## src/rn_pkg.sv

```systemverilog
`default_nettype none

package rn_pkg;

	// Architectural register index width.
	localparam int ARCH_IDX_W = 3;
	// Physical register index width.
	localparam int PRF_IDX_W = 4;

	// Register counts follow from the index widths.
	localparam int NUM_ARCH = 1 << ARCH_IDX_W;
	localparam int NUM_PHYS = 1 << PRF_IDX_W;

	typedef logic [ARCH_IDX_W-1:0] areg_t;
	typedef logic [PRF_IDX_W-1:0] preg_t;

	// One instruction entering rename.
	// The dst_arch field is ignored for a branch.
	typedef struct packed {
		logic valid;
		logic is_branch;
		areg_t dst_arch;
		areg_t src_arch;
	} rn_req_t;

	// Physical names handed back to the issue side.
	typedef struct packed {
		preg_t dst_preg;
		preg_t old_preg;
		preg_t src_preg;
	} rn_rsp_t;

	// Snapshot of the whole rename state.
	// Map entry i holds the physical name of architectural register i.
	typedef struct packed {
		logic [NUM_ARCH-1:0][PRF_IDX_W-1:0] map;
		preg_t fl_head;
	} ckpt_t;

endpackage

`default_nettype wire

```

## src/br_mask_ctrl.sv

```systemverilog
`default_nettype none

module br_mask_ctrl #(
	parameter int NUM_BR = 4
) (
	input wire logic clk,
	input wire logic rst,
	input wire rn_pkg::rn_req_t dispatch_i,
	input wire logic resolve_valid_i,
	input wire logic resolve_correct_i,
	input wire logic [NUM_BR-1:0] resolve_tag_i,
	output logic [NUM_BR-1:0] br_mask_o,
	output logic [NUM_BR-1:0] br_tag_o,
	output logic full_o
);

	// Live branch mask, one bit per branch in flight.
	logic [NUM_BR-1:0] br_mask;
	// Mask seen at dispatch of each tag, without the tag's own bit.
	logic [NUM_BR-1:0] saved_mask [NUM_BR];
	logic [NUM_BR-1:0] mask_cleared;
	logic [NUM_BR-1:0] free_tag;
	logic [NUM_BR-1:0] saved_sel;
	logic resolve_ok;
	logic recover;
	logic branch_go;

	assign resolve_ok = resolve_valid_i & resolve_correct_i;
	assign recover = resolve_valid_i & ~resolve_correct_i;

	// A correct resolution frees its bit before allocation looks.
	assign mask_cleared = resolve_ok ? (br_mask & ~resolve_tag_i) : br_mask;

	// Lowest clear bit, as a one-hot vector.
	// Comes out zero when every bit is taken.
	assign free_tag = ~mask_cleared & (mask_cleared + NUM_BR'(1));

	assign full_o = &mask_cleared;
	assign br_tag_o = free_tag;
	// Stack entries see a correctly resolved bit as free already.
	// A tag reused in the same cycle then takes a fresh snapshot.
	assign br_mask_o = mask_cleared;

	// A branch seen while full is dropped.
	assign branch_go = dispatch_i.valid & dispatch_i.is_branch & ~full_o;

	// Pick the saved mask of the mispredicted tag.
	always_comb begin
		saved_sel = '0;
		for (int i = 0; i < NUM_BR; i++) begin
			if (resolve_tag_i[i]) begin
				saved_sel |= saved_mask[i];
			end
		end
	end

	always_ff @(posedge clk) begin
		if (rst) begin
			br_mask <= '0;
		end else if (recover) begin
			// Younger branches vanish along with the wrong one.
			br_mask <= saved_sel;
		end else if (branch_go) begin
			br_mask <= mask_cleared | free_tag;
		end else begin
			br_mask <= mask_cleared;
		end
	end

	// Saved masks only matter while their tag is live.
	always_ff @(posedge clk) begin
		for (int i = 0; i < NUM_BR; i++) begin
			if (branch_go && free_tag[i]) begin
				saved_mask[i] <= mask_cleared;
			end else if (resolve_ok) begin
				// A resolved older branch must not come back on recovery.
				saved_mask[i] <= saved_mask[i] & ~resolve_tag_i;
			end
		end
	end

	a_tag_live: assert property (@(posedge clk) disable iff (rst)
		resolve_valid_i |-> ($onehot(resolve_tag_i) && ((resolve_tag_i & br_mask) != '0)))
		else $error("resolve tag not one-hot or not in flight");

	// Recovery owns the cycle.
	a_no_disp_rec: assert property (@(posedge clk) disable iff (rst)
		recover |-> !dispatch_i.valid)
		else $error("dispatch during wrong resolution");

endmodule

`default_nettype wire

```

## src/br_stack.sv

```systemverilog
`default_nettype none

module br_stack #(
	parameter int NUM_BR = 4
) (
	input wire logic clk,
	input wire logic rst,
	input wire logic [NUM_BR-1:0] br_mask_i,
	input wire rn_pkg::ckpt_t ckpt_next_i,
	input wire logic [NUM_BR-1:0] resolve_tag_i,
	output rn_pkg::ckpt_t ckpt_restore_o
);

	// Per-tag snapshots.
	rn_pkg::ckpt_t ent_q [NUM_BR];

	// One entry per mask bit.
	for (genvar g = 0; g < NUM_BR; g++) begin : g_ent
		br_stack_ent u_ent (
			.clk (clk),
			.rst (rst),
			.mask_bit_i (br_mask_i[g]),
			.bak_i (ckpt_next_i),
			.rc_o (ent_q[g])
		);
	end

	// One-hot select by OR.
	// An all-zero tag gives an all-zero snapshot.
	always_comb begin
		ckpt_restore_o = '0;
		for (int i = 0; i < NUM_BR; i++) begin
			if (resolve_tag_i[i]) begin
				ckpt_restore_o |= ent_q[i];
			end
		end
	end

	// Two set bits would blend two snapshots.
	a_tag_onehot: assert property (@(posedge clk) disable iff (rst)
		(resolve_tag_i != '0) |-> $onehot(resolve_tag_i))
		else $error("restore select is not one-hot");

endmodule

`default_nettype wire

```

## src/br_stack_ent.sv

```systemverilog
`default_nettype none

module br_stack_ent (
	input wire logic clk,
	input wire logic rst,
	input wire logic mask_bit_i,
	input wire rn_pkg::ckpt_t bak_i,
	output rn_pkg::ckpt_t rc_o
);

	// Stored snapshot.
	rn_pkg::ckpt_t snap;

	// Free entry keeps shadowing the next state.
	// Once the bit is set the copy made at that edge is kept.
	always_ff @(posedge clk) begin
		if (rst) begin
			snap <= '0;
		end else if (!mask_bit_i) begin
			snap <= bak_i;
		end
	end

	assign rc_o = snap;

endmodule

`default_nettype wire

```

## src/rename_ckpt_top.sv

```systemverilog
`default_nettype none

module rename_ckpt_top #(
	parameter int NUM_BR = 4
) (
	input wire logic clk,
	input wire logic rst,
	input wire rn_pkg::rn_req_t req_i,
	output rn_pkg::rn_rsp_t rsp_o,
	input wire logic resolve_valid_i,
	input wire logic resolve_correct_i,
	input wire logic [NUM_BR-1:0] resolve_tag_i,
	output logic [NUM_BR-1:0] br_tag_o,
	output logic full_o
);

	// Mask bits freeze the matching stack entries.
	logic [NUM_BR-1:0] br_mask;
	// Next rename state, tracked by free entries.
	rn_pkg::ckpt_t ckpt_next;
	// Snapshot picked by the resolve tag.
	rn_pkg::ckpt_t ckpt_restore;
	logic recover;

	// Only a wrong resolution rolls the map back.
	assign recover = resolve_valid_i & ~resolve_correct_i;

	br_mask_ctrl #(
		.NUM_BR (NUM_BR)
	) u_mask (
		.clk (clk),
		.rst (rst),
		.dispatch_i (req_i),
		.resolve_valid_i (resolve_valid_i),
		.resolve_correct_i (resolve_correct_i),
		.resolve_tag_i (resolve_tag_i),
		.br_mask_o (br_mask),
		.br_tag_o (br_tag_o),
		.full_o (full_o)
	);

	br_stack #(
		.NUM_BR (NUM_BR)
	) u_stack (
		.clk (clk),
		.rst (rst),
		.br_mask_i (br_mask),
		.ckpt_next_i (ckpt_next),
		.resolve_tag_i (resolve_tag_i),
		.ckpt_restore_o (ckpt_restore)
	);

	rename_map u_map (
		.clk (clk),
		.rst (rst),
		.req_i (req_i),
		.rsp_o (rsp_o),
		.recover_i (recover),
		.ckpt_restore_i (ckpt_restore),
		.ckpt_next_o (ckpt_next)
	);

endmodule

`default_nettype wire

```

## src/rename_map.sv

```systemverilog
`default_nettype none

module rename_map (
	input wire logic clk,
	input wire logic rst,
	input wire rn_pkg::rn_req_t req_i,
	output rn_pkg::rn_rsp_t rsp_o,
	input wire logic recover_i,
	input wire rn_pkg::ckpt_t ckpt_restore_i,
	output rn_pkg::ckpt_t ckpt_next_o
);

	// Current map table and free-list head.
	rn_pkg::ckpt_t state_q;
	// State after this cycle's rename, before recovery.
	rn_pkg::ckpt_t renamed;
	rn_pkg::ckpt_t state_n;
	rn_pkg::preg_t head_inc;
	logic do_rename;

	// Branches carry no destination.
	assign do_rename = req_i.valid & ~req_i.is_branch;

	// Head walks the rename pool above the architectural names.
	// After the top register it wraps back to NUM_ARCH.
	assign head_inc = (state_q.fl_head == rn_pkg::preg_t'(rn_pkg::NUM_PHYS - 1)) ?
		rn_pkg::preg_t'(rn_pkg::NUM_ARCH) : state_q.fl_head + 1'b1;

	// Lookups read the current table only.
	assign rsp_o = '{
		dst_preg: state_q.fl_head,
		old_preg: state_q.map[req_i.dst_arch],
		src_preg: state_q.map[req_i.src_arch]
	};

	always_comb begin
		renamed = state_q;
		if (do_rename) begin
			renamed.map[req_i.dst_arch] = state_q.fl_head;
			renamed.fl_head = head_inc;
		end
	end

	// Recovery overrides any rename.
	assign state_n = recover_i ? ckpt_restore_i : renamed;

	// Free stack entries shadow this value.
	assign ckpt_next_o = state_n;

	always_ff @(posedge clk) begin
		if (rst) begin
			// Identity map at start.
			for (int i = 0; i < rn_pkg::NUM_ARCH; i++) begin
				state_q.map[i] <= rn_pkg::preg_t'(i);
			end
			state_q.fl_head <= rn_pkg::preg_t'(rn_pkg::NUM_ARCH);
		end else begin
			state_q <= state_n;
		end
	end

	// Architectural names are never handed out by the head.
	a_head_pool: assert property (@(posedge clk) disable iff (rst)
		state_q.fl_head >= rn_pkg::preg_t'(rn_pkg::NUM_ARCH))
		else $error("free-list head left the rename pool");

endmodule

`default_nettype wire

```

## config.mk

```make
export PLATFORM = sky130hd
export DESIGN_NAME = rename_ckpt_top
export DESIGN_NICKNAME = d
export VERILOG_FILES = /design/src/rn_pkg.sv /design/src/br_mask_ctrl.sv /design/src/br_stack.sv /design/src/br_stack_ent.sv /design/src/rename_ckpt_top.sv /design/src/rename_map.sv
export SDC_FILE = /design/constraint.sdc
export NUM_CORES = 1
export LEC_CHECK = 0
export ABC_AREA = 1
export BUFFER_PORTS_ARGS = -buffer_cell sky130_fd_sc_hd__buf_4
export CORE_ASPECT_RATIO = 1.75
export CORE_MARGIN = 3
export CORE_UTILIZATION = 60
export DETAILED_ROUTE_END_ITERATION = 8
export GPL_TIMING_DRIVEN = 1
export PLACE_DENSITY = 0.77
export SKIP_LAST_GASP = 1
export SYNTH_ARGS = -nofsm -noshare
export SYNTH_HDL_FRONTEND = slang
export SYNTH_SLANG_ARGS = --single-unit
```

## constraint.sdc

```tcl
create_clock -name clk -period 1.85 [get_ports clk]
set_input_delay 0.2775 -clock clk [delete_from_list [all_inputs] [get_ports clk]]
set_output_delay 0.2775 -clock clk [all_outputs]
set_load 0.01 [all_outputs]
```

=== Word-level counts from Yosys, hierarchy flattened ===
Memory sizes are Yosys's and may differ from the RTL's.
Index checks and enable logic that the tools add are counted.

* Register bits after elaboration: 184
* RAM bits: 16
* Input port bits: 16
* Output and inout port bits: 17
* Logic and storage cells: 128
* Memories: 1

* Add/sub/neg operators: 2
* Order comparisons: 3
* Eq/ne operators: 1
* Mux-type cells: 42
* Bitwise operators: 27
* Reductions and logical operators: 6

{| class="wikitable"
|+ Memory list
! memory !! depth !! width !! rd ports !! clocked after Yosys merged registers in !! wr ports !! line !! text
|-
| u_mask.saved_mask || 4 || 4 || 4 || 0 || 4 || br_mask_ctrl.sv:20 || <nowiki>logic [NUM_BR-1:0] saved_mask [NUM_BR];</nowiki>
|}

{| class="wikitable"
|+ Operators by type and width
! operator !! number
|-
| 36-bit 2-to-1 mux || 6
|-
| 36-bit bitwise OR || 3
|-
| 4-bit 2-to-1 mux || 15
|-
| 32-bit bitwise mux || 1
|-
| 4-bit bitwise AND || 6
|-
| 4-bit binary-select mux with 3-bit select || 2
|-
| 1-bit 2-to-1 mux || 17
|-
| 4-bit bitwise OR || 4
|-
| 4-bit demux with 3-bit select || 1
|-
| 4-bit by 1-bit adder with 4-bit output, second input constant || 2
|-
| 3-bit by 4-bit less-than comparator with 1-bit output, second input constant || 2
|-
| 4-bit inverter || 2
|-
| 1-bit bitwise AND || 5
|-
| 1-bit logical AND || 5
|-
| 4-bit == test, second input constant || 1
|-
| 1-bit bitwise OR || 4
|-
| 4-bit AND reduction || 1
|-
| 3-bit by 1-bit greater-or-equal comparator with 1-bit output, second input constant || 1
|-
| 1-bit inverter || 3
|}

=== Depth between registers and ports, before layout ===
* Word-level depth: 10
* Mapped depth: 10
* Gate-level depth less buffers: 9

=== Hierarchy ===
From an unflattened synthesis, not the netlist that was laid out.

* Cell total of the unflattened synthesis: 1,854
* Area total of the unflattened synthesis: 11,360.9 um^2

{| class="wikitable"
|+ Modules (own cells, without submodules)
! module !! instances !! cells an instance !! area each (um^2) !! seq. area each (um^2)
|-
| br_stack_ent || 4 || 228 || 1,505.2 || 720.7
|-
| rename_map || 1 || 449 || 2,592.5 || 720.7
|-
| br_stack || 1 || 340 || 1,500.2 || 0.0
|-
| br_mask_ctrl || 1 || 151 || 1,237.4 || 560.5
|-
| rename_ckpt_top || 1 || 2 || 10.0 || 0.0
|}

=== Worst setup path after synthesis ===
No wires, ideal clock.

* Path type: input-to-output
* Start point: in resolve_tag_i[3]
* End point: out br_tag_o[3]
* Data arrival time: 1.258 ns
* Data required time: 1.572 ns
* Slack: 0.314 ns
* Stages on the path: 7
* Buffers on the path: 3
* Cell sequence: clkbuf_1 nand3_1 nand2_1 buf_4 buf_4 inv_1 nor3_1

* Longest elaborated chain between the ends: 5
* Elaborated cells on any way between the ends: 6
* Classes of those cells: add/sub (1); mux (1); bitwise (4)

{| class="wikitable"
|+ Ends and longest elaborated chain
! item !! line !! text
|-
| start, declared || rename_ckpt_top.sv:12 || <nowiki>input wire logic [NUM_BR-1:0] resolve_tag_i,</nowiki>
|-
| 4-bit inverter (*) || br_mask_ctrl.sv:32 || <nowiki>assign mask_cleared = resolve_ok ? (br_mask & ~resolve_tag_i) : br_mask;</nowiki>
|-
| 4-bit bitwise AND (*) || br_mask_ctrl.sv:32 ||
|-
| 4-bit 2-to-1 mux (*) || br_mask_ctrl.sv:32 ||
|-
| 4-bit by 1-bit adder with 4-bit output or 4-bit inverter (tied branches) || br_mask_ctrl.sv:36 || <nowiki>assign free_tag = ~mask_cleared & (mask_cleared + NUM_BR'(1));</nowiki>
|-
| 4-bit bitwise AND (*) || br_mask_ctrl.sv:36 ||
|-
| end, declared || rename_ckpt_top.sv:13 || <nowiki>output logic [NUM_BR-1:0] br_tag_o,</nowiki>
|}

Every way passes the cells marked *; elsewhere a longest branch is shown, timed or not.

==> impl_results.md <==
* Clock Tree Root: clkbuf_16
* Tmin final at 1766 ps
* Post-Syn Area at 0.01056 mm2
* Total GRT Usage at 0.3012
* Routed vias at 10,362
* Max frequency at 566.2 MHz
* Async SR Flop Fraction at 0
* Global-route wire length before repair at 46.97 mm
* Post-synth top area cell: dfxtp_1
* Pre-CTS setup slack at 143.5 ps
* Clk buf depth at 2
* Worst-margin pin slew at 494.3 ps
* Final HPWL from detailed placement at 18.60 mm
* Worst R2R Setup Slack at 250 ps
* Critical path capture point type: output port
* Most frequent cells after synthesis: nand2_1, inv_1, dfxtp_1
* Hold_buf cts at 0
* Final instance area at 0.01163 mm2
* Rows at 63
* Nets at 1,628
* EDFF count, synth at 16
* Fill count at 1,515
* Reg-to-Reg End: u_map.state_q[5]$_SDFF_PP0_
* Most common flop cell mapped by yosys: dfxtp_1
* Clock Sinks at 200
* TritonCTS Buffers at 17
* Hold Startpoint: req_i[7]
* Pins Over Slew Limit at 0
* Initial Util at 0.6171
* Synth Instances at 1,624
* Area grow syn2layout at 10.22%
* Pwr/cell area at 925.7 mW/mm2
* Routed WL at 29.45 mm
* Hold EP: u_mask.br_mask[0]$_SDFF_PP0_
* Crit path DAT at 1490 ps
* Status: finished clean
* CTS tree: built
* Die Width at 106.3 um
* Post-synth cell types at 32
* P_leak at 6.632 nW
* Max Cap Viol at 0
* Post-DP Area at 0.01097 mm2
* Synth top area cells: dfxtp_1, nand2_1, inv_1
* Slew Limit Headroom at 0.6705
* Hold Violations, Final at 0
* 1st-iter DRT viols at 813
* Worst Hold Path Cells at 5
* Placer's final routability congestion estimate at 0.9658
* Critical Setup Path Class: register to output port
* Worst-Skew Late Latency at 440 ps
* Critical Path RT at 1570 ps
* Critical-path maximum fanout at 2
* WL/cell at 15.91 um
* Cell with the most instances after synthesis: nand2_1
* Final Non-Filler Cells at 1,851
* H-tree levels at 4
* Worst setup startpoint: u_map.state_q[31]$_SDFF_PP0_
* Post-CTS Resized at 0
* Core Footprint at 0.01711 mm2
* Antenna violations before repair at 0
* GR Overflow Total at 0
* N_diodes at 0
* Vias per inst at 5.598
* Reg2reg start: u_map.rsp_o[9]$_SDFF_PP0_
* Post-CTS setup buffers at 0
* Die Height at 181.5 um
* Antenna-violating nets left at 0
* WHS at 270.8 ps
* Synthesis-stage register bit count at 200
* Share of the synthesized area in the top cell type at 0.3490
* Reg clk slew, reported paths at 70 ps
* Tcrit/Tclk final at 0.9547
* Share of cells above drive strength 1 at 0.09113
* Synth warn at 0
* Vias in the first global route at 9,729
* Drc violations at 0
* Final setup viols at 0
* Buffers on Ports at 32
* Register area share after synthesis at 0.3945
* Placed instance count at 1,817
* DIE AREA at 0.01928 mm2
* Net count after synthesis at 1,641
* Final worst slack at 83.71 ps
* 1st-pass router iterations at 6
* CP Launch Type: register
* Setup Skew at 13.96 ps
* Reg2Reg Depth at 4
* I/O pins at 33
* HP Class: primary input to register
* Largest net degree at the start of global routing at 86
* RSZ-0062 raised after global routing: true
* Post-Syn Area per Cell at 6.499 um2
* Max rail drop VDD at 0.0006294 V
==> per-stage QoR <==
step | utilization | TNS [ps] | total power [mW]
2_1_floorplan | - | 0 | 6.451
3_3_place_gp | 0.6414 | 0 | 6.954
3_5_place_dp | 0.6414 | 0 | 7.005
4_1_cts | 0.6760 | 0 | 10.75
5_1_grt | 0.6801 | -7.556 | 11.28
6_report | 0.6801 | 0 | 10.77
==> sequential cells by signal (all words and copies together) (netlist names) <==
name	cells
u_mask.br_mask	4
u_mask.saved_mask	16
u_map.rsp_o	4
u_stack.g_ent.u_ent.rc_o	144
u_map.state_q	32
==> worst max-delay path: stages, from the launching register on <==
cell     delay, ps
dfxtp_2        370
inv_1           60
a21oi_1        120
o21ai_0        120
nand3_1        100
o21a_1         150
buf_4          130
==> worst max path at each step <==
stage | endpoint | slack (ps) | cells past startpoint
2_1_floorplan | br_tag_o[3] | 310 | 7
3_3_place_gp | rsp_o[1] | 140 | 7
3_5_place_dp | rsp_o[1] | 140 | 7
4_1_cts | rsp_o[3] | 40 | 6
5_1_grt | rsp_o[3] | -8 | 6
6_report | rsp_o[3] | 80 | 6
==> power by group <==
part	internal (mW)	total (mW)	switching (mW)
sequential	4.79	5.00	0.212
clock	1.98	3.78	1.80
combinational	0.690	1.99	1.30
total	7.45	10.8	3.32
==> routing by layer <==
metal,wire length [um],share of wire,vias up,global-route usage
li1,-,-,5071,-
met1,11630,0.40,4761,0.3476
met2,14620,0.50,445,0.5288
met3,1977,0.067,85,0.05087
met4,1218,0.041,0,0.1540
met5,0,0,-,0
==> cell families after synthesis <==
family | count (synthesis) | share of synthesized area
AOI/OAI and AO/OA | 264 | 0.1296
adders and majority gates | 1 | 0.001185
buffers and inverters | 422 | 0.1581
DFF | 200 | 0.3945
and+or+nand+nor | 737 | 0.3166
==> placed cells by master (no fill, tap or decap), drive strengths merged <==
cell type and instances:
o21bai 4, bufinv 1, nand2 454, o211ai 2, nor3 1, edfxtp 16
clkinv 12, inv 330, nand4 41, nor2 30, o21a 4, nand3b 3
buf 58, ha 1, a21oi 53, o21ai 186, o311ai 1, o22ai 12
a31oi 2, clkbuf 21, nand3 208, dfxtp 184
==> layout make-up <==
| cell class | instances | area [um2] | area share |
|---|---|---|---|
| clock buffers | 19 | 452.9 | 0.03893 |
| clock inverters | 13 | 138.9 | 0.01194 |
| inverters | 330 | 1240 | 0.1066 |
| multi-input cells | 1002 | 4745 | 0.4078 |
| flip-flops and latches | 200 | 4168 | 0.3582 |
| well taps | 227 | 284.0 | 0.02441 |
| repair buffers | 60 | 605.6 | 0.05205 |
Note: power is estimated with default switching activity, not from simulation.
